--- src/trs80_io_pkg.sv ---
package trs80_io_pkg;

   // data path widths
   localparam int BYTE_W       = 8;
   localparam int HIRES_ADDR_W = 15;   // 128 x 256 bytes of graphics RAM

   // port addresses
   localparam logic [7:0] ADDR_ORCH_L     = 8'h75;
   localparam logic [7:0] ADDR_ORCH_R     = 8'h79;
   localparam logic [7:0] ADDR_HIRES_BASE = 8'h80;   // 80-83
   localparam logic [7:0] ADDR_OPREG_BASE = 8'h84;   // 84-87
   localparam logic [7:0] ADDR_INT_BASE   = 8'he0;   // e0-e3
   localparam logic [7:0] ADDR_MOD_BASE   = 8'hec;   // ec-ef
   localparam logic [7:0] ADDR_CASS_BASE  = 8'hfc;   // fc-ff

   // mode register bits
   localparam int MOD_CPUFAST = 6;

   // hi-res options register bits
   localparam int OPT_GRAPHICS  = 0;
   localparam int OPT_X_DEC     = 2;
   localparam int OPT_Y_DEC     = 3;
   localparam int OPT_X_RD_HOLD = 4;
   localparam int OPT_Y_RD_HOLD = 5;
   localparam int OPT_X_WR_HOLD = 6;
   localparam int OPT_Y_WR_HOLD = 7;

   // interrupt status, rtc position
   localparam int INT_RTC_BIT = 2;

   // rtc periods in z80_clk cycles, scaled down for simulation
   localparam logic [7:0] RTC_PERIOD_SLOW = 8'd50;
   localparam logic [7:0] RTC_PERIOD_FAST = 8'd25;

   typedef enum logic [3:0] {
      PORT_NONE       = 4'd0,
      PORT_ORCH_L     = 4'd1,
      PORT_ORCH_R     = 4'd2,
      PORT_HIRES_X    = 4'd3,
      PORT_HIRES_Y    = 4'd4,
      PORT_HIRES_DATA = 4'd5,
      PORT_HIRES_OPT  = 4'd6,
      PORT_OPREG      = 4'd7,
      PORT_INT        = 4'd8,    // e0-e3
      PORT_MOD_RTC    = 4'd9,    // ec-ef
      PORT_CASS       = 4'd10    // fc-ff
   } io_port_t;

   typedef enum logic [1:0] {
      HIRES_IDLE    = 2'd0,
      HIRES_RD_PEND = 2'd1,
      HIRES_WR_PEND = 2'd2
   } hires_state_t;

endpackage

--- src/z80_io_if.sv ---
`timescale 1ns/1ns

// decoded i/o access, one bus unit to many peripherals
interface z80_io_if;

   trs80_io_pkg::io_port_t port;   // PORT_NONE when no strobe
   logic [1:0] sub;                 // low address bits
   logic [trs80_io_pkg::BYTE_W-1:0] wdata;
   logic rd;                        // iorq_n and rd_n low
   logic wr;                        // iorq_n and wr_n low

   modport bus (
      output port, sub, wdata, rd, wr
   );

   modport periph (
      input port, sub, wdata, rd, wr
   );

endinterface

--- src/z80_io_bus.sv ---
`timescale 1ns/1ns

module z80_io_bus (
   input  logic iorq_n,
   input  logic rd_n,
   input  logic wr_n,
   input  logic [7:0] io_addr,
   input  logic [trs80_io_pkg::BYTE_W-1:0] io_wdata,
   input  logic [trs80_io_pkg::BYTE_W-1:0] sys_rdata,
   input  logic [trs80_io_pkg::BYTE_W-1:0] hires_rdata,
   output logic [trs80_io_pkg::BYTE_W-1:0] io_rdata,
   z80_io_if.bus bus
);

   assign bus.rd    = ~iorq_n & ~rd_n;
   assign bus.wr    = ~iorq_n & ~wr_n;
   assign bus.sub   = io_addr[1:0];
   assign bus.wdata = io_wdata;

   // range decode, only while a strobe is active
   always_comb
   begin
      bus.port = trs80_io_pkg::PORT_NONE;
      if (bus.rd | bus.wr)
      begin
         if (io_addr == trs80_io_pkg::ADDR_ORCH_L)
            bus.port = trs80_io_pkg::PORT_ORCH_L;
         else if (io_addr == trs80_io_pkg::ADDR_ORCH_R)
            bus.port = trs80_io_pkg::PORT_ORCH_R;
         else if (io_addr[7:2] == trs80_io_pkg::ADDR_HIRES_BASE[7:2])
         begin
            case (bus.sub)   // hi-res board sub-ports
               2'd0:    bus.port = trs80_io_pkg::PORT_HIRES_X;
               2'd1:    bus.port = trs80_io_pkg::PORT_HIRES_Y;
               2'd2:    bus.port = trs80_io_pkg::PORT_HIRES_DATA;
               default: bus.port = trs80_io_pkg::PORT_HIRES_OPT;
            endcase
         end
         else if (io_addr[7:2] == trs80_io_pkg::ADDR_OPREG_BASE[7:2])
            bus.port = trs80_io_pkg::PORT_OPREG;
         else if (io_addr[7:2] == trs80_io_pkg::ADDR_INT_BASE[7:2])
            bus.port = trs80_io_pkg::PORT_INT;
         else if (io_addr[7:2] == trs80_io_pkg::ADDR_MOD_BASE[7:2])
            bus.port = trs80_io_pkg::PORT_MOD_RTC;
         else if (io_addr[7:2] == trs80_io_pkg::ADDR_CASS_BASE[7:2])
            bus.port = trs80_io_pkg::PORT_CASS;
      end
   end

   // read merge, idle bus floats high
   always_comb
   begin
      io_rdata = 8'hff;
      if (bus.rd)
      begin
         case (bus.port)
            trs80_io_pkg::PORT_HIRES_DATA: io_rdata = hires_rdata;
            trs80_io_pkg::PORT_OPREG,
            trs80_io_pkg::PORT_INT,
            trs80_io_pkg::PORT_MOD_RTC,
            trs80_io_pkg::PORT_CASS:       io_rdata = sys_rdata;
            default:                       io_rdata = 8'hff;   // no reader
         endcase
      end
   end

endmodule

--- src/flat_wrapper.sv ---
// flat-port wrapper written by rule: the top's interface ports become plain ports
module z80_io_bus_flat 
  (iorq_n, rd_n, wr_n, io_addr, io_wdata, sys_rdata, hires_rdata, io_rdata, bus_port, bus_sub, bus_wdata, bus_rd, bus_wr);
  z80_io_if bus_i ();
  input  logic iorq_n;
  input  logic rd_n;
  input  logic wr_n;
  input  logic [7:0] io_addr;
  input  logic [trs80_io_pkg::BYTE_W-1:0] io_wdata;
  input  logic [trs80_io_pkg::BYTE_W-1:0] sys_rdata;
  input  logic [trs80_io_pkg::BYTE_W-1:0] hires_rdata;
  output logic [trs80_io_pkg::BYTE_W-1:0] io_rdata;
  output wire logic [$bits(bus_i.port)-1:0] bus_port;
  output wire logic [$bits(bus_i.sub)-1:0] bus_sub;
  output wire logic [$bits(bus_i.wdata)-1:0] bus_wdata;
  output wire logic [$bits(bus_i.rd)-1:0] bus_rd;
  output wire logic [$bits(bus_i.wr)-1:0] bus_wr;
  assign bus_port = bus_i.port;
  assign bus_sub = bus_i.sub;
  assign bus_wdata = bus_i.wdata;
  assign bus_rd = bus_i.rd;
  assign bus_wr = bus_i.wr;
  z80_io_bus u_core (.iorq_n(iorq_n), .rd_n(rd_n), .wr_n(wr_n), .io_addr(io_addr), .io_wdata(io_wdata), .sys_rdata(sys_rdata), .hires_rdata(hires_rdata), .io_rdata(io_rdata), .bus(bus_i));
endmodule
--- config.mk ---
export PLATFORM = sky130hd
export DESIGN_NAME = z80_io_bus_flat
export DESIGN_NICKNAME = d
export VERILOG_FILES = /design/src/trs80_io_pkg.sv /design/src/z80_io_if.sv /design/src/z80_io_bus.sv /design/src/flat_wrapper.sv
export SDC_FILE = /design/constraint.sdc
export NUM_CORES = 1
export LEC_CHECK = 0
export BUFFER_PORTS_ARGS = -buffer_cell sky130_fd_sc_hd__buf_4
export CORE_UTILIZATION = 35
export DETAILED_ROUTE_END_ITERATION = 7
export PLACE_DENSITY = 0.79
export RECOVER_POWER = 25
export REMOVE_ABC_BUFFERS = 1
export SYNTH_ARGS = -nofsm -noshare
export SYNTH_HDL_FRONTEND = slang
export SYNTH_SLANG_ARGS = --single-unit
--- constraint.sdc ---
create_clock -name vclk -period 4.78
set_input_delay 0.239 -clock vclk [all_inputs]
set_output_delay 0.239 -clock vclk [all_outputs]
set_load 0.02 [all_outputs]
==> out/results.txt <==
The critical path start-end classification was input pin to output pin. STA classifies the critical path startpoint as an input pin. The utilization after layout was 0.569; the final-layout setup total negative slack was 0 ns. In the finished layout, the clock tree contains a buffer count of 0. For this block, the initial DRC count from the detailed router was 6. The fraction of layout instances using a drive strength above 1 was 0.593.

Most common cell after layout, fill and taps aside: sky130_fd_sc_hd__buf_4. The final count of pins violating max slew was 0. The number of endpoints failing setup at the final stage is 0, and the global-route wire length before repair is 2000 um.

The number of placement rows came out at 13. For this block, the routed nets add up to 1520 um of wire. Max capacitance violation total: 0. After the last flow step, the layout net total stands at 133. The power density relative to cell area is 56.8 mW/mm^2, and the leakage power summed over all cells is 0.000367 uW. The design has 0 sequential cells.

The smallest clock period supported by the final layout is computed as 2.27 ns. Once detail routing completed, the nets flagged for antenna violations numbered 0. Yosys printed 0 warnings.

The normalized max-slew margin was 0.525. The final clock period utilization by the worst path was 0.475; the detailed-router iteration count before antenna repair was 4. At the end of routability-driven placement, the weighted congestion stood at 0.824.

The total die area is 0.00162 mm^2, and the per-instance average area after synthesis is 8.53 um^2. The number of resized instances in the post-cts repair step is 0, and the transition time of the tightest slew-check pin is 0.702 ns. Total track usage: 0.175. The cell count after placement was 106. The placed wire-length estimate after detailed placement came out at 1310 um. Fill cells in the final layout number 131. The initial antenna violation count is 0, and the maximum fanout along the worst path is 9.

For the remaining global-route overflow, the log shows 0. Entering global routing, the biggest net connects 10 pins. The worst hold path belongs to the class input pin to output pin.

Average via count per standard cell: 5.66. Signal arrival time at the worst endpoint: 2.03 ns. From synthesis to final layout, the design area changed by 48.4%. The largest voltage drop on the vdd net came out at 0.0000266 V.

After detailed routing, the average wire length per cell comes to 14.3 um. The DRC violation count after routing is 0, and the count of input and output buffers is 43. The data required time of the worst path came out at 4.54 ns.

Setup repair after global routing left no endpoint under its margin. The number of hold-slack violations in the final timing report came out at 0. The run gives 0.00133 mm^2 as the core outline area. The finished layout holds 106 standard cells, fillers aside. The sequential cells in the finished layout cover a total of 0 um^2. Summing all non-filler instances in the final layout gives an area of 759 um^2.

Static timing analysis puts the maximum clock frequency at 441 MHz. After synthesis the cells add up to 512 um^2. The run finished with clean final reports. The synthesized netlist contains 28 unique library cells. The routed layout has 600 vias. The logs give 0 for the post-synthesis sequential area ratio and 60 for the synthesized instance count.

Pin placement for this block handled 59 I/O pins. The logs give 0.384 for the starting density of the core and 759 um^2 for the instance area at placement. The worst hold slack after final layout was 0.478 ns; the die outline width was 40.2 um.

The tools report the critical path capture point type as an output pin. Post-cts hold buffer count: 0. For the number of setup buffers added after CTS, the log shows 0.

The top cell types in the final layout, fill and taps aside, are sky130_fd_sc_hd__buf_4 (43), sky130_fd_sc_hd__a221o_1 (8), sky130_fd_sc_hd__ha_1 (5). The via count of the first global-routing pass came out at 476. 0 antenna diodes ended up in the layout.

Height of the chip: 40.2 um.
-- stage by stage --
stage | worst slack (ns) | power, uW
finish | 2.51 | 43.2
global route | 2.43 | 46.8
global placement | 2.55 | 42.6
detailed placement | 2.50 | 43.3
floorplan | 2.44 | 15.2
CTS | 2.50 | 43.4
-- power by group --
part,internal (uW),switching [uW],total (uW)
clock network,0,0,0
registers,0,0,0
logic,23.3,19.9,43.2
-- cells in the mapped netlist --
library cell,n,area share
sky130_fd_sc_hd__nor4b_1,1,0.017
sky130_fd_sc_hd__a21oi_1,3,0.029
sky130_fd_sc_hd__or2b_2,1,0.017
sky130_fd_sc_hd__o21bai_2,1,0.022
sky130_fd_sc_hd__o221ai_1,1,0.017
sky130_fd_sc_hd__a21o_2,2,0.034
sky130_fd_sc_hd__o32ai_2,1,0.032
sky130_fd_sc_hd__nand2_1,3,0.022
sky130_fd_sc_hd__nor4bb_1,1,0.020
sky130_fd_sc_hd__inv_1,3,0.022
sky130_fd_sc_hd__nor2_1,3,0.022
sky130_fd_sc_hd__a2111oi_4,1,0.054
sky130_fd_sc_hd__o21ai_2,1,0.017
sky130_fd_sc_hd__a211oi_4,1,0.039
sky130_fd_sc_hd__nand3_1,2,0.020
sky130_fd_sc_hd__o21bai_1,1,0.015
sky130_fd_sc_hd__nand2_4,1,0.022
sky130_fd_sc_hd__a211oi_1,1,0.015
sky130_fd_sc_hd__nor3_1,2,0.020
sky130_fd_sc_hd__nand2b_1,1,0.012
sky130_fd_sc_hd__or4b_1,1,0.020
sky130_fd_sc_hd__a221o_1,8,0.16
sky130_fd_sc_hd__ha_1,5,0.12
sky130_fd_sc_hd__buf_6,1,0.022
sky130_fd_sc_hd__nand3b_1,1,0.015
sky130_fd_sc_hd__buf_4,11,0.16
sky130_fd_sc_hd__or3_4,1,0.022
sky130_fd_sc_hd__and2_2,1,0.015
-- critical path, stage by stage --
cell and delay [ns]:
sky130_fd_sc_hd__buf_4 0.14, sky130_fd_sc_hd__or3_4 0.42, sky130_fd_sc_hd__o32ai_2 0.44, sky130_fd_sc_hd__a211oi_1 0.12, sky130_fd_sc_hd__o21bai_2 0.31, sky130_fd_sc_hd__a221o_1 0.22, sky130_fd_sc_hd__buf_4 0.14
-- layout make-up --
cell class | count | area [um^2] | share of cell area
multi-input combinational | 45 | 407 | 0.535
timing repair buffer | 43 | 323 | 0.425
tap | 15 | 18.8 | 0.0247
inverter | 3 | 11.3 | 0.0148
-- cell families after synthesis --
group / after synthesis / share of synthesized area
AO/OA/AOI/OAI: 21 / 0.430
adder cells (fa/ha/maj): 5 / 0.122
AND/OR/NAND/NOR: 19 / 0.242
buffers and inverters: 15 / 0.205
-- metal layers --
metal / vias to the layer above / wire length, um / GRT usage
met2: 50 / 697 / 0.323
met3: 0 / 297 / 0.0889
met1: 263 / 520 / 0.188
met4: 0 / 0 / 0
met5: - / 0 / 0
li1: 287 / - / -
-- path summary, 6_finish.rpt --
kind | start | slack (ns) | endpoint | depth (start not counted)
hold / removal | io_wdata[0] | 0.48 | bus_wdata[0] | 0
setup / recovery | io_addr[3] | 2.51 | io_rdata[7] | 7
Power figures use the tool's default switching activity.
