==> src/trs80_io_pkg.sv <==
package trs80_io_pkg;

   // data path widths
   localparam int BYTE_W       = 8;
   localparam int HIRES_ADDR_W = 15;   // 128 x 256 bytes of graphics RAM

   // port addresses
   localparam logic [7:0] ADDR_ORCH_L     = 8'h75;
   localparam logic [7:0] ADDR_ORCH_R     = 8'h79;
   localparam logic [7:0] ADDR_HIRES_BASE = 8'h80;   // 80-83
   localparam logic [7:0] ADDR_OPREG_BASE = 8'h84;   // 84-87
   localparam logic [7:0] ADDR_INT_BASE   = 8'he0;   // e0-e3
   localparam logic [7:0] ADDR_MOD_BASE   = 8'hec;   // ec-ef
   localparam logic [7:0] ADDR_CASS_BASE  = 8'hfc;   // fc-ff

   // mode register bits
   localparam int MOD_CPUFAST = 6;

   // hi-res options register bits
   localparam int OPT_GRAPHICS  = 0;
   localparam int OPT_X_DEC     = 2;
   localparam int OPT_Y_DEC     = 3;
   localparam int OPT_X_RD_HOLD = 4;
   localparam int OPT_Y_RD_HOLD = 5;
   localparam int OPT_X_WR_HOLD = 6;
   localparam int OPT_Y_WR_HOLD = 7;

   // interrupt status, rtc position
   localparam int INT_RTC_BIT = 2;

   // rtc periods in z80_clk cycles, scaled down for simulation
   localparam logic [7:0] RTC_PERIOD_SLOW = 8'd50;
   localparam logic [7:0] RTC_PERIOD_FAST = 8'd25;

   typedef enum logic [3:0] {
      PORT_NONE       = 4'd0,
      PORT_ORCH_L     = 4'd1,
      PORT_ORCH_R     = 4'd2,
      PORT_HIRES_X    = 4'd3,
      PORT_HIRES_Y    = 4'd4,
      PORT_HIRES_DATA = 4'd5,
      PORT_HIRES_OPT  = 4'd6,
      PORT_OPREG      = 4'd7,
      PORT_INT        = 4'd8,    // e0-e3
      PORT_MOD_RTC    = 4'd9,    // ec-ef
      PORT_CASS       = 4'd10    // fc-ff
   } io_port_t;

   typedef enum logic [1:0] {
      HIRES_IDLE    = 2'd0,
      HIRES_RD_PEND = 2'd1,
      HIRES_WR_PEND = 2'd2
   } hires_state_t;

endpackage

==> src/z80_io_if.sv <==
`timescale 1ns/1ns

// decoded i/o access, one bus unit to many peripherals
interface z80_io_if;

   trs80_io_pkg::io_port_t port;   // PORT_NONE when no strobe
   logic [1:0] sub;                 // low address bits
   logic [trs80_io_pkg::BYTE_W-1:0] wdata;
   logic rd;                        // iorq_n and rd_n low
   logic wr;                        // iorq_n and wr_n low

   modport bus (
      output port, sub, wdata, rd, wr
   );

   modport periph (
      input port, sub, wdata, rd, wr
   );

endinterface

==> src/hires_xy_fsm.sv <==
`timescale 1ns/1ns

module hires_xy_fsm (
   input  logic z80_clk,
   input  logic z80_rst_n,
   z80_io_if.periph bus,
   output logic [trs80_io_pkg::HIRES_ADDR_W-1:0] hires_addr,
   output logic hires_we,
   output logic is_hires
);

   logic [7:0] x_reg;     // column byte, 0-127 used
   logic [7:0] y_reg;     // row
   logic [7:0] opt_reg;
   trs80_io_pkg::hires_state_t state;
   logic data_sel;        // data port access in progress
   logic leave;           // access just ended
   logic x_step, y_step;
   logic [7:0] x_delta, y_delta;

   assign data_sel = (bus.port == trs80_io_pkg::PORT_HIRES_DATA);
   assign leave    = (state != trs80_io_pkg::HIRES_IDLE) & ~data_sel;

   // hold bits depend on the access type recorded
   always_comb
   begin
      if (state == trs80_io_pkg::HIRES_RD_PEND)
      begin
         x_step = ~opt_reg[trs80_io_pkg::OPT_X_RD_HOLD];
         y_step = ~opt_reg[trs80_io_pkg::OPT_Y_RD_HOLD];
      end
      else
      begin
         x_step = ~opt_reg[trs80_io_pkg::OPT_X_WR_HOLD];
         y_step = ~opt_reg[trs80_io_pkg::OPT_Y_WR_HOLD];
      end
   end

   assign x_delta = opt_reg[trs80_io_pkg::OPT_X_DEC] ? 8'hff : 8'h01;   // -1 or +1, wraps
   assign y_delta = opt_reg[trs80_io_pkg::OPT_Y_DEC] ? 8'hff : 8'h01;

   always_ff @(posedge z80_clk or negedge z80_rst_n)
   begin
      if (!z80_rst_n)
         state <= trs80_io_pkg::HIRES_IDLE;
      else
      begin
         case (state)
            trs80_io_pkg::HIRES_IDLE:
               if (data_sel)
                  state <= bus.wr ? trs80_io_pkg::HIRES_WR_PEND : trs80_io_pkg::HIRES_RD_PEND;
            default:
               if (!data_sel)
                  state <= trs80_io_pkg::HIRES_IDLE;   // post-modify happens here
         endcase
      end
   end

   // register writes beat a pending step
   always_ff @(posedge z80_clk or negedge z80_rst_n)
   begin
      if (!z80_rst_n)
      begin
         x_reg   <= 8'h00;
         y_reg   <= 8'h00;
         opt_reg <= 8'h00;
      end
      else
      begin
         if (bus.wr && bus.port == trs80_io_pkg::PORT_HIRES_X)
            x_reg <= bus.wdata;
         else if (leave && x_step)
            x_reg <= x_reg + x_delta;

         if (bus.wr && bus.port == trs80_io_pkg::PORT_HIRES_Y)
            y_reg <= bus.wdata;
         else if (leave && y_step)
            y_reg <= y_reg + y_delta;

         if (bus.wr && bus.port == trs80_io_pkg::PORT_HIRES_OPT)
            opt_reg <= bus.wdata;
      end
   end

   assign hires_addr = {x_reg[6:0], y_reg};
   assign hires_we   = bus.wr & data_sel;
   assign is_hires   = opt_reg[trs80_io_pkg::OPT_GRAPHICS];

endmodule

==> src/flat_wrapper.sv <==
// flat-port wrapper written by rule: the top's interface ports become plain ports
module hires_xy_fsm_flat 
  (z80_clk, z80_rst_n, hires_addr, hires_we, is_hires, bus_port, bus_sub, bus_wdata, bus_rd, bus_wr);
  z80_io_if bus_i ();
  input  logic z80_clk;
  input  logic z80_rst_n;
  output logic [trs80_io_pkg::HIRES_ADDR_W-1:0] hires_addr;
  output logic hires_we;
  output logic is_hires;
  input wire logic [$bits(bus_i.port)-1:0] bus_port;
  input wire logic [$bits(bus_i.sub)-1:0] bus_sub;
  input wire logic [$bits(bus_i.wdata)-1:0] bus_wdata;
  input wire logic [$bits(bus_i.rd)-1:0] bus_rd;
  input wire logic [$bits(bus_i.wr)-1:0] bus_wr;
  assign bus_i.port = bus_port;
  assign bus_i.sub = bus_sub;
  assign bus_i.wdata = bus_wdata;
  assign bus_i.rd = bus_rd;
  assign bus_i.wr = bus_wr;
  hires_xy_fsm u_core (.z80_clk(z80_clk), .z80_rst_n(z80_rst_n), .bus(bus_i), .hires_addr(hires_addr), .hires_we(hires_we), .is_hires(is_hires));
endmodule
==> config.mk <==
export PLATFORM = sky130hd
export DESIGN_NAME = hires_xy_fsm_flat
export DESIGN_NICKNAME = d
export VERILOG_FILES = /design/src/trs80_io_pkg.sv /design/src/z80_io_if.sv /design/src/hires_xy_fsm.sv /design/src/flat_wrapper.sv
export SDC_FILE = /design/constraint.sdc
export NUM_CORES = 1
export LEC_CHECK = 0
export ABC_AREA = 1
export BUFFER_PORTS_ARGS = -buffer_cell sky130_fd_sc_hd__buf_4
export CORE_UTILIZATION = 51
export CTS_BUF_LIST = sky130_fd_sc_hd__clkbuf_8
export DETAILED_ROUTE_END_ITERATION = 6
export HOLD_SLACK_MARGIN = 0.05
export PLACE_DENSITY = 0.78
export SLEW_MARGIN = 20
export SYNTH_ARGS = -nofsm -noshare
export SYNTH_HDL_FRONTEND = slang
export SYNTH_SLANG_ARGS = --single-unit
export TNS_END_PERCENT = 1
==> constraint.sdc <==
create_clock -name z80_clk -period 1.3 [get_ports z80_clk]
set_input_delay 0.26 -clock z80_clk [delete_from_list [all_inputs] [get_ports z80_clk]]
set_output_delay 0.26 -clock z80_clk [all_outputs]
set_load 0.02 [all_outputs]
==> flow_summary.ini <==
[run_status]
outcome = finished with violations
violations = setup timing

[worst_setup_path]
cp-start-kind = register
critPathRequiredTime_ns = 1.47
crit_type = register to register
worstPathMaxFanout = 6
worst_path_max_delay_cell = dfrtp_2
r2r_end = u_core.x_reg[6]
cp-endpoint = u_core.x_reg[6]
worstPathArrival_ns = 1.70
reg2reg_slack_ns = -0.23
crit_start = u_core.opt_reg[2]
crit_chain = inv_2 > fa_2 > inv_2 > nand2_2 > nand2_2 > nand3b_1 > nand2_1 > nand2_1 > nand3_1 > nand2_1
reg2reg_depth = 10
slowest_delay_ns = 0.45
r2r_start = u_core.opt_reg[2]
endpoint_kind = register
cpMostUsedCell = nand2_1

[drt]
drc = 0
routed_via_density = 5.19
num_vias = 1877
drtIter0Drc = 122
drt_first_pass_iters = 4
wire_per_inst_um = 13.2
routed_wl_um = 4780
antenna_left = 0

[pwr]
p_leak_nw = 1.37
powerDensity_nw_per_um2 = 2520
peakVddDrop_v = 0.00154
comb_power_share = 0.701
p_switching_mw = 2.91
clockPowerShare = 0.098
p_int_mw = 3.84
total_power_mw = 6.75
swShare = 0.431
seq_power_share = 0.202

[cts]
clkTransAtPathRegs_ns = 0.09
numCtsBuffers = 3
clock_latency_ns = 0.27
cts_max_level = 1
root_buffer = clkbuf_8
clock_sinks = 24
clockBufferDepth = 2
cts_tree = yes

[timing]
period_share = 1.18
slew_headroom = 0.787
finalCriticalPeriod_ns = 1.53
worst_slack_ns = -0.232
maxSlewViolCount = 0
report.final.hold_viol_count = 0
fin_setup_tns_ns = -1.87
skew_ns = 0.00493
max_freq_ghz = 0.653
tightest_slew_ns = 0.320
rsz0062_at_grt = true
setup_viol = 12

[synth]
yosysUniqueCellTypes = 26
syn_area_per_cell_um2 = 7.30
synth-seq-area-share = 0.340
netlist_area_um2 = 1770
synth_area_leaders = dfrtp_1, nand2_1, nand3_1, ha_1, inv_1
yosys_register_bits = 24
syn_nets = 274
synthCells = 242
synth_top_cell_by_area = dfrtp_1
synth_top_area_frac = 0.340
yosysWarningCount = 0

[place]
gp_congestion = 0.854
io_buffers = 31
dp_hpwl_um = 3390

[grt]
grt_max_degree = 25
met1_usage = 0.347
grt_overflow = 0
antenna_found_initial = 0
met3_usage = 0.0554
grt_pass1_wl_um = 7830
met2_usage = 0.504
grt_usage = 0.287
grt.busiest_layer = met2
grt_pass1_vias = 1866

[cells_and_area]
area_growth_pct = 51.5
finish.utilization = 0.842
layout-drive-gt1-share = 0.440
antenna_cells = 0
fin_nets = 351
largest_reg_flops = 8

[die]
dieWidth_um = 60.8
io_pins = 35
die_area_um2 = 3700
initial_core_util = 0.556
die_h_um = 60.8
rows = 20
core_um2 = 3180

[min_path]
hold_class = input port to register

[run]
maxCapViolations = 0
[per-layer routing]
metal | up-vias | share of wire | routed length, um
met2 | 50 | 0.51 | 2440
met3 | 10 | 0.041 | 197
li1 | 934 | - | -
met1 | 883 | 0.43 | 2060
met5 | - | 0 | 0
met4 | 0 | 0.019 | 92
[power groups by stage]
| stage | Combinational, mW | Clock [mW] | Sequential (mW) |
|---|---|---|---|
| after floorplan | 2.21 | 0 | 1.67 |
| after global placement | 4.02 | 0 | 1.34 |
| after detailed placement | 4.16 | 0 | 1.34 |
| after CTS | 4.50 | 0.665 | 1.36 |
| after global routing | 5.24 | 0.706 | 1.40 |
| final | 4.73 | 0.658 | 1.36 |
[final cells by class]
class	count	area, um^2
multi-input cells	180	1200
flip-flops and latches	24	613
repair buffers	73	589
fillers	197	503
inverters	37	141
well taps	44	55.1
clock buffers	3	41.3
clock inverters	1	30.0
[worst min-delay path by stage]
stage	cells past startpoint	start	end	slack, ns
floorplan	0	z80_rst_n	u_core.opt_reg[0]	-0.04
global placement	1	z80_rst_n	u_core.y_reg[5]	0.18
detailed placement	1	z80_rst_n	u_core.y_reg[3]	0.18
CTS	2	bus_wr	u_core.state[0]	0.21
global route	2	bus_wr	u_core.state[0]	0.21
finish	2	bus_wr	u_core.state[0]	0.22
[Yosys cell counts (all sizes together)]
cell	count
a21o	1
a21oi	5
buf	1
dfrtp	24
fa	2
ha	12
inv	37
nand2	79
nand3	41
nand3b	4
nor2	13
nor3	1
o211ai	3
o21ai	6
o31ai	2
or2	5
or3b	1
xnor2	3
xor2	2
[cell families after synthesis]
kind of cell	share of synthesized area
AND/OR/NAND/NOR	0.388
adder cells (fa/ha/maj)	0.108
buffers and inverters	0.0829
XOR/XNOR	0.0248
AO/OA/AOI/OAI	0.0567
flip-flops	0.340
[worst max-delay path, delay by kind of cell (launching register included)]
family / cells / cell delay [ns]
adder cells (fa/ha/maj): 1 / 0.36
buffers and inverters: 2 / 0.13
flip-flops: 1 / 0.45
AND/OR/NAND/NOR: 7 / 0.50
[cell usage in the layout, fill, tap and decap left out]
master,instances
or2_2,1
o31ai_1,2
inv_1,26
xor2_1,2
nor3_4,1
nor2_2,3
ha_1,3
ha_4,9
o211ai_1,3
a21oi_1,4
bufinv_16,1
dfrtp_2,10
a21oi_2,1
dfrtp_1,14
inv_2,10
or2_4,4
buf_12,1
dlygate4sd3_1,1
nand3_2,2
nand2_1,65
a21o_1,1
o21ai_1,6
fa_2,2
or3b_4,1
nand3b_1,4
buf_6,7
nand3_4,2
nand2_2,14
nor2_1,7
clkbuf_8,3
inv_4,1
nor2_4,3
buf_4,64
xnor2_1,3
nand3_1,37
[repair_timing]
| item | 4_1_cts | 5_1_grt |
|---|---|---|
| hold buffers | 1 | 0 |
| endpoints found under the setup margin | 15 | 17 |
| buffers inserted | 2 | 1 |
| resized for setup | 20 | 19 |
| hold endpoints to repair | 24 | 0 |
| pin swaps | 12 | 9 |
[stage by stage]
step                hold WS [ns]  std cells  instance area, um^2  setup slack, ns
floorplan                -0.0356        242                 1860           -0.151
CTS                        0.215        361                 2630           -0.218
detailed placement         0.180        354                 2440           -0.285
global placement           0.180        354                 2440           -0.241
global route               0.205        362                 2680           -0.345
finish                     0.218        362                 2680           -0.232
Note: power is estimated with default switching activity, not from simulation.
