## config.mk

```make
export PLATFORM = sky130hd
export DESIGN_NAME = rtc_timer
export DESIGN_NICKNAME = d
export VERILOG_FILES = /design/src/trs80_io_pkg.sv /design/src/rtc_timer.sv
export SDC_FILE = /design/constraint.sdc
export NUM_CORES = 1
export LEC_CHECK = 0
export ABC_AREA = 1
export BUFFER_PORTS_ARGS = -buffer_cell sky130_fd_sc_hd__buf_4
export CAP_MARGIN = 20
export CORE_AREA = 4 4 41 43
export CTS_CLUSTER_DIAMETER = 40
export DETAILED_ROUTE_END_ITERATION = 7
export DIE_AREA = 0 0 45 47
export PLACE_DENSITY_LB_ADDON = 0.3
export SLEW_MARGIN = 20
export SYNTH_ARGS = -nofsm -noshare
export SYNTH_HDL_FRONTEND = slang
export SYNTH_SLANG_ARGS = --single-unit
```

## constraint.sdc

```tcl
create_clock -name z80_clk -period 3.5 [get_ports z80_clk]
set_input_delay 0.35 -clock z80_clk [delete_from_list [all_inputs] [get_ports z80_clk]]
set_output_delay 0.35 -clock z80_clk [all_outputs]
set_load 0.05 [all_outputs]
```

## src/trs80_io_pkg.sv

```systemverilog
package trs80_io_pkg;

   // data path widths
   localparam int BYTE_W       = 8;
   localparam int HIRES_ADDR_W = 15;   // 128 x 256 bytes of graphics RAM

   // port addresses
   localparam logic [7:0] ADDR_ORCH_L     = 8'h75;
   localparam logic [7:0] ADDR_ORCH_R     = 8'h79;
   localparam logic [7:0] ADDR_HIRES_BASE = 8'h80;   // 80-83
   localparam logic [7:0] ADDR_OPREG_BASE = 8'h84;   // 84-87
   localparam logic [7:0] ADDR_INT_BASE   = 8'he0;   // e0-e3
   localparam logic [7:0] ADDR_MOD_BASE   = 8'hec;   // ec-ef
   localparam logic [7:0] ADDR_CASS_BASE  = 8'hfc;   // fc-ff

   // mode register bits
   localparam int MOD_CPUFAST = 6;

   // hi-res options register bits
   localparam int OPT_GRAPHICS  = 0;
   localparam int OPT_X_DEC     = 2;
   localparam int OPT_Y_DEC     = 3;
   localparam int OPT_X_RD_HOLD = 4;
   localparam int OPT_Y_RD_HOLD = 5;
   localparam int OPT_X_WR_HOLD = 6;
   localparam int OPT_Y_WR_HOLD = 7;

   // interrupt status, rtc position
   localparam int INT_RTC_BIT = 2;

   // rtc periods in z80_clk cycles, scaled down for simulation
   localparam logic [7:0] RTC_PERIOD_SLOW = 8'd50;
   localparam logic [7:0] RTC_PERIOD_FAST = 8'd25;

   typedef enum logic [3:0] {
      PORT_NONE       = 4'd0,
      PORT_ORCH_L     = 4'd1,
      PORT_ORCH_R     = 4'd2,
      PORT_HIRES_X    = 4'd3,
      PORT_HIRES_Y    = 4'd4,
      PORT_HIRES_DATA = 4'd5,
      PORT_HIRES_OPT  = 4'd6,
      PORT_OPREG      = 4'd7,
      PORT_INT        = 4'd8,    // e0-e3
      PORT_MOD_RTC    = 4'd9,    // ec-ef
      PORT_CASS       = 4'd10    // fc-ff
   } io_port_t;

   typedef enum logic [1:0] {
      HIRES_IDLE    = 2'd0,
      HIRES_RD_PEND = 2'd1,
      HIRES_WR_PEND = 2'd2
   } hires_state_t;

endpackage

```

## src/rtc_timer.sv

```systemverilog
`timescale 1ns/1ns

module rtc_timer (
   input  logic z80_clk,
   input  logic z80_rst_n,
   input  logic cpu_fast,
   output logic rtc_tick
);

   logic [7:0] cnt;
   logic [7:0] period;

   assign period = cpu_fast ? trs80_io_pkg::RTC_PERIOD_FAST : trs80_io_pkg::RTC_PERIOD_SLOW;

   // tick is high while cnt sits at zero, not right after reset
   always_ff @(posedge z80_clk or negedge z80_rst_n)
   begin
      if (!z80_rst_n)
      begin
         cnt      <= 8'd0;
         rtc_tick <= 1'b0;
      end
      else if (cnt == 8'd0 || cnt >= period)
      begin
         cnt      <= period - 8'd1;   // reload, also cuts a slow count on speed change
         rtc_tick <= 1'b0;
      end
      else
      begin
         cnt      <= cnt - 8'd1;
         rtc_tick <= (cnt == 8'd1);
      end
   end

endmodule

```

==> run_results.csv, run 1 <==
group,metric,value,unit
outcome,status,"finished, final reports clean",
cells_and_area,diodes,0,
clock_network,cts.sinks,9,
setup_path,criticalPathCategory,"reg -> reg",
yosys,synthArstFlopShare,100,%
cells_and_area,most-common-layout-cells,"nand2_1, nor2_1, inv_1, dfrtp_1, ha_1",
setup_path,r2r_cells,10,
clock_network,numCtsBuffers,3,
detailed_routing,firstDrtPassIters,4,
yosys,synth_fa_ha_area_share,15.1,%
global_routing,grt_first_pass_wirelength,1890,um
place,io_buffers,3,
cells_and_area,final_area,657,um^2
floorplan,die_y,47,um
cells_and_area,nets,97,
detailed_routing,drtIter0Drc,8,
yosys,synthXorXnorAreaFrac,0,%
timing,whs,0.336,ns
yosys,netlist.area_leader.share,38.9,%
detailed_routing,drt_wl_total,1080,um
clock_network,clk_latency,0.26,ns
timing,rsz0062_at_grt,"false",
yosys,synth_cell_type_count,15,
floorplan,ios,4,
place,dp.cells,96,
detailed_routing,met3_wirelength,48,um
cells_and_area,layout.cells.non_filler,101,
timing,fin_skew,0.00521,ns
detailed_routing,vias_per_cell,4.86,
pwr,sw_frac_of_total,48.0,%
setup_path,path_cells,"inv_1 > ha_1 > inv_1 > nand2_1 > nand2_1 > nand2_1 > nand2_2 > nand2_4 > nand2_1 > nand2_1",
yosys,synth_top_family_by_area,"simple AND/OR/NAND/NOR gates",
min_path,min_path_cells,3,
pwr,leakage,0.354,nW
timing,tightest_slew,0.268,ns
floorplan,initial_core_util,44.5,%
timing,final_hold_viol_count,0,
timing,setup_tns,0,ns
yosys,synth_area_leader_cell,"dfrtp_1",
yosys,synth.area.mux_share,0,%
yosys,synth_simple_gate_area_share,36.9,%
setup_path,critical_path.top_delay_family,"simple AND/OR/NAND/NOR gates",
global_routing,grt_pass1_vias,456,
yosys,ys_seq_area_share,38.9,%
global_routing,antenna_found_initial,0,
global_routing,gr-usage-all-layers,13.0,%
setup_path,timing.rr.start,"cnt[0]",
yosys,synth_edf_count,0,
setup_path,crit_buf_inv,2,
yosys,post_synth.cell_area_avg,7.43,um^2
floorplan,coreArea,1300,um^2
setup_path,start_kind,"flop",
setup_path,critPathMaxFanout,8,
detailed_routing,via_count,491,
pwr,switchingPower,0.000280,W
timing,finalMaxSlewViolations,0,
timing,post-route-period-util,44.1,%
setup_path,required,3.65,ns
cells_and_area,drive_above_1_share,10.5,%
setup_path,ff2ff_setup_slack,1.96,ns
pwr,p_per_area,888,nW/um^2
yosys,yosys_warnings,0,
pwr,sequentialPowerShare,31.9,%
cells_and_area,syn_to_final_growth,13.4,%
pwr,comb_power_share,54.3,%
yosys,netlist_instances,78,
place,hpwl,822,um
run,cap_violations,0,
global_routing,grt_max_degree,10,
global_routing,grt.overflow.total,0,
floorplan,die-area,2120,um^2
detailed_routing,top_layer,"met4",
clock_network,h-tree-depth,1,
setup_path,cp-end-kind,"flop",
clock_network,clk_pin_slew_worst_paths,0.06,ns
cells_and_area,final_common_cell,"nand2_1",
timing,maxSlewHeadroom,82.1,%
timing,min_period,1.54,ns
pwr,p_int,0.000303,W
setup_path,critPathMaxStageDelay,0.38,ns
detailed_routing,postRouteAntennaNets,0,
min_path,hp-start,"cpu_fast",
clock_network,clock-root-buffer,"clkbuf_4",
setup_path,cp_slowest_cell,"dfrtp_1",
place,detailed_place.area,621,um^2
setup_path,cp.arrival,1.69,ns
pwr,clkPwrFrac,13.8,%
clock_network,cts_tree,"built",
min_path,min_to,"cnt[3]",
yosys,ys_ff_latch,9,
clock_network,postCtsSetupRepairBufs,0,
detailed_routing,route.detailed.drc,0,
place,gp_congestion,0.772,
floorplan,row_count,13,
yosys,ys.flop_type,"dfrtp_1",
timing,setup_viol,0,
clock_network,clock_path_buffers,2,
detailed_routing,m1WireLength,485,um
timing,fmax,648,MHz
pwr,worst_ir_drop_vdd,386,uV
setup_path,crit_top_cell,"nand2_1",
floorplan,dieWidth,45,um
min_path,hold_class,"in -> reg",
pwr,report.power.total,0.000583,W
detailed_routing,dr_wl_met2,531,um
yosys,syn_area,579,um^2
setup_path,reg2reg_to,"cnt[0]",
yosys,syn_nets,88,
detailed_routing,wl_per_cell,10.7,um
yosys,synth.area.top_cells,"dfrtp_1, ha_1, nand2_1, nor2_1, inv_1",
yosys,synth_compound_area_share,2.59,%
==> final cells by class <==
| cell class | instances | area [um^2] |
|---|---|---|
| tap | 15 | 18.8 |
| fill | 134 | 644 |
| timing repair buffer | 4 | 32.5 |
| inverter | 10 | 37.5 |
| multi-input combinational | 59 | 317 |
| sequential | 9 | 225 |
| clock buffer | 4 | 26.3 |
==> repair_timing <==
action	4_1_cts	5_1_grt
gates resized for setup	0	0
endpoints found under the setup margin	0	0
hold buffers	1	0
endpoints found under the hold margin	9	0
==> per-layer routing <==
layer,up-vias,GRT usage (%)
li1,263,-
met1,217,13.8
met2,7,22.6
met3,4,5.75
met4,0,5.26
met5,-,0
==> worst max-delay path by stage <==
stage | cells after the start | endpoint | from
final | 10 | cnt[0] | cnt[0]
after floorplan | 10 | cnt[5] | cnt[0]
after detailed placement | 10 | cnt[5] | cnt[0]
after CTS | 10 | cnt[0] | cnt[0]
after global routing | 10 | cnt[0] | cnt[0]
after global placement | 10 | cnt[0] | cnt[0]
==> cells in the mapped netlist (2+ instances only) <==
cell     instances
nand2_1         22
nor2_1          14
dfrtp_1          9
inv_1            9
ha_1             7
nand3_1          6
a21oi_1          2
nand4_1          2
==> worst register-to-register path: cells and delay by family, from the launching register on <==
family,cells,cell delay [ns]
AND/OR/NAND/NOR,7,0.54
buffers and inverters,2,0.24
flip-flops,1,0.38
adder cells (fa/ha/maj),1,0.28
==> logic make-up after synthesis <==
family | Yosys count
buffers and inverters | 10
AO/OA/AOI/OAI | 3
AND/OR/NAND/NOR | 49
flip-flops | 9
adder cells (fa/ha/maj) | 7
==> power by group through the flow <==
stage	logic [W]	clock network (W)	registers [W]
floorplan	0.000252	0	0.000179
finish	0.000317	0.0000805	0.000186
detailed placement	0.000318	0	0.000188
global placement	0.000308	0	0.000187
CTS	0.000322	0.0000821	0.000187
global route	0.000370	0.0000887	0.000193
==> per-stage QoR <==
stage / utilization (%) / setup slack [ns]
floorplan: - / 2.14
global placement: 47.7 / 1.99
detailed placement: 47.7 / 1.97
CTS: 50.5 / 1.94
global route: 50.5 / 1.83
finish: 50.5 / 1.96
==> registers in the layout (all words and copies together), names as in the netlist <==
name / flops
cnt: 8
rtc_tick: 1
Power figures use the tool's default switching activity.
==> run 2, diff against run 1 <==
Settings changed: ABC_AREA 1 to 0.
Clock period 3.5 ns to 1.52 ns, I/O delays scaled along.
==> run 2 against run 1 <==
  * The run now ends with setup timing left
  * Sequential share of layout area fell by 2.6 points
  * Clock-buffer cell count is the same
  * Cell area grew 8.2%
  * Wire length decreased by 8.9%
  * Highest routed layer unchanged
  * Worst setup slack got worse by 2.0 ns
  * Synthesized area is 10% lower
  * Global-route usage shrank 1.3 points
  * Critical endpoint is now cnt[4]
  * Clock power is 130% higher
  * Total power grew 150%
  * Flip-flop and latch count stayed put
  * Register-to-register slack lost 2.0 ns
==> run_results.csv, run 2 <==
group,metric,value,unit
outcome,status,"finished with violations",
outcome,violations,"setup timing",
cells_and_area,most-common-layout-cells,"buf_4, dfrtp_1, nor2_1",
cells_and_area,drive_above_1_share,34.4,%
pwr,comb_power_share,59.3,%
timing,final_hold_viol_count,0,
clock_network,postCtsSetupRepairBufs,0,
setup_path,critical_path.top_delay_family,"compound AO/OA/AOI/OAI gates",
yosys,netlist.area_leader.share,43.4,%
clock_network,clock-root-buffer,"clkbuf_4",
clock_network,numCtsBuffers,3,
setup_path,timing.rr.start,"cnt[0]",
clock_network,h-tree-depth,1,
setup_path,cp-end-kind,"flop",
yosys,post_synth.cell_area_avg,10.8,um^2
detailed_routing,firstDrtPassIters,4,
pwr,switchingPower,0.000560,W
yosys,synth_top_cells_by_count,"dfrtp_1, nor2_1, ha_1, nand2_1",
pwr,p_per_area,2010,nW/um^2
clock_network,cts_tree,"built",
setup_path,reg2reg_to,"cnt[4]",
yosys,netlist_instances,48,
pwr,clkPwrFrac,13.0,%
timing,fin_ws,-0.0662,ns
place,io_buffers,3,
pwr,p_int,0.000869,W
setup_path,crit_buf_inv,1,
global_routing,grt_pass1_vias,408,
yosys,ys_seq_area_share,43.4,%
setup_path,critPathMaxStageDelay,0.39,ns
setup_path,start_kind,"flop",
clock_network,clk_latency,0.26,ns
setup_path,critPathMaxFanout,9,
cells_and_area,final_common_cell,"buf_4",
yosys,yosys_warnings,0,
yosys,synth_cell_type_count,16,
timing,post-route-period-util,104,%
cells_and_area,largestRegisters,"cnt x8, rtc_tick x1",
detailed_routing,drtIter0Drc,6,
global_routing,gr-usage-all-layers,11.7,%
detailed_routing,via_count,399,
setup_path,criticalPathCategory,"reg -> reg",
detailed_routing,wl_per_cell,12.5,um
min_path,min_path_cells,2,
cells_and_area,regMostFlops,"cnt",
floorplan,initial_core_util,39.9,%
floorplan,die-area,2120,um^2
setup_path,crit_top_cell,"nand2b_4",
yosys,synthArstFlopShare,100,%
timing,whs,0.135,ns
yosys,synth_edf_count,0,
timing,setup_viol,4,
timing,fmax,630,MHz
place,hpwl,753,um
global_routing,grt_first_pass_wirelength,1680,um
yosys,syn_nets,58,
timing,fin_skew,0.00728,ns
pwr,leakage,0.327,nW
detailed_routing,vias_per_cell,5.05,
floorplan,row_count,13,
setup_path,cp_slowest_cell,"dfrtp_1",
clock_network,clock_path_buffers,2,
place,dpl_worst_slack,-0.0659,ns
timing,tightest_slew,0.418,ns
global_routing,grt_max_degree,10,
setup_path,required,1.67,ns
floorplan,dieWidth,45,um
floorplan,die_y,47,um
setup_path,ff2ff_setup_slack,-0.07,ns
detailed_routing,postRouteAntennaNets,0,
clock_network,cts.sinks,9,
pwr,sequentialPowerShare,27.7,%
clock_network,clk_pin_slew_worst_paths,0.06,ns
detailed_routing,route.detailed.drc,0,
setup_path,r2r_cells,6,
min_path,hold_class,"in -> reg",
pwr,sw_frac_of_total,39.2,%
yosys,synth_most_common_cell,"dfrtp_1",
yosys,ys.flop_type,"dfrtp_1",
cells_and_area,largest_reg_flops,8,
yosys,synth.area.top_cells,"dfrtp_1, ha_1, mux2i_1, nor2_1, xor2_1",
yosys,synth_area_leader_cell,"dfrtp_1",
setup_path,cp.arrival,1.73,ns
place,gp_congestion,0.807,
run,cap_violations,0,
global_routing,grt.overflow.total,0,
timing,finalMaxSlewViolations,0,
timing,rsz0062_at_grt,"true",
global_routing,antenna_found_initial,0,
timing,maxSlewHeadroom,72.1,%
pwr,worst_ir_drop_vdd,870,uV
min_path,hp-start,"cpu_fast",
cells_and_area,nets,75,
yosys,syn_area,519,um^2
floorplan,coreArea,1300,um^2
cells_and_area,diodes,0,
yosys,ys_ff_latch,9,
timing,min_period,1.59,ns
cells_and_area,syn_to_final_growth,36.9,%
setup_path,path_cells,"inv_2 > ha_4 > nand2b_4 > a2111oi_4 > o21ai_4 > nand2b_4",
floorplan,ios,4,
detailed_routing,drt_wl_total,984,um
min_path,min_to,"cnt[0]",
[run 2: changes by cell type in the layout (fill, tap and decap cells not counted), sizes merged, moves of 6 or more]
cell	previous run	this run
inv	10	3
nand3	6	0
nand2	24	4
nor2	14	8
buf	3	11
[run 2: power by group through the flow]
stage               logic [W]  registers (W)  clock network (W)
global route         0.000931       0.000404           0.000207
detailed placement   0.000813       0.000401                  0
global placement     0.000806       0.000398                  0
CTS                  0.000856       0.000395           0.000194
floorplan            0.000530       0.000416                  0
finish               0.000848       0.000396           0.000186
[run 2: area by class of cell]
type                            instances  area, um^2
Tap cell                               15        18.8
Fill cell                             118         591
Sequential cell                         9         225
Clock buffer                            4        26.3
Inverter                                3        11.3
Multi-Input combinational cell         36         337
Timing Repair Buffer                   12        92.6
[run 2: worst max path at each step]
| stage | start | to | slack (ns) | cells past startpoint |
|---|---|---|---|---|
| floorplan | cnt[0] | cnt[4] | -0.02 | 6 |
| detailed placement | cnt[0] | cnt[4] | -0.07 | 6 |
| global placement | cnt[0] | cnt[4] | -0.04 | 6 |
| CTS | cnt[0] | cnt[4] | -0.07 | 6 |
| finish | cnt[0] | cnt[4] | -0.07 | 6 |
| global route | cnt[0] | cnt[3] | -0.13 | 6 |
[run 2: worst register-to-register path, cell delays in order, from the launching register on]
cell and delay [ns]:
dfrtp_1 0.39, inv_2 0.09, ha_4 0.19, nand2b_4 0.14, a2111oi_4 0.33, o21ai_4 0.16
nand2b_4 0.18
[run 2: cells by family after synthesis]
family / count (synthesis) / share of synthesized area (%)
DFF: 9 / 43.4
buffers and inverters: 3 / 2.17
AOI/OAI and AO/OA: 5 / 8.92
muxes: 3 / 5.78
xor gates and xnor gates: 5 / 8.44
adders and majority gates: 7 / 16.9
and+or+nand+nor: 16 / 14.5
[run 2: layer usage]
| layer | vias to the layer above | track usage, % | routed length [um] |
|---|---|---|---|
| met5 | - | 0 | 0 |
| met4 | 0 | 7.02 | 6 |
| met3 | 2 | 4.60 | 34 |
| met2 | 7 | 19.2 | 487 |
| met1 | 195 | 12.7 | 456 |
| li1 | 195 | - | - |
[run 2: repair_timing]
item                                   CTS  global route
endpoints found under the hold margin    9             0
gates resized for setup                  1             0
pin swaps                                0             0
setup endpoints to repair                4             9
hold buffers                             1             0
[run 2: through the flow]
| step | util [%] | TNS (ns) | instances | power [W] | instance area, um^2 |
|---|---|---|---|---|---|
| floorplan | - | -0.0467 | 48 | 0.000945 | 566 |
| global placement | 51.2 | -0.128 | 74 | 0.00120 | 667 |
| detailed placement | 51.2 | -0.221 | 74 | 0.00121 | 667 |
| CTS | 54.6 | -0.270 | 79 | 0.00145 | 711 |
| global route | 54.6 | -0.697 | 79 | 0.00154 | 711 |
| finish | 54.6 | -0.223 | 79 | 0.00143 | 711 |
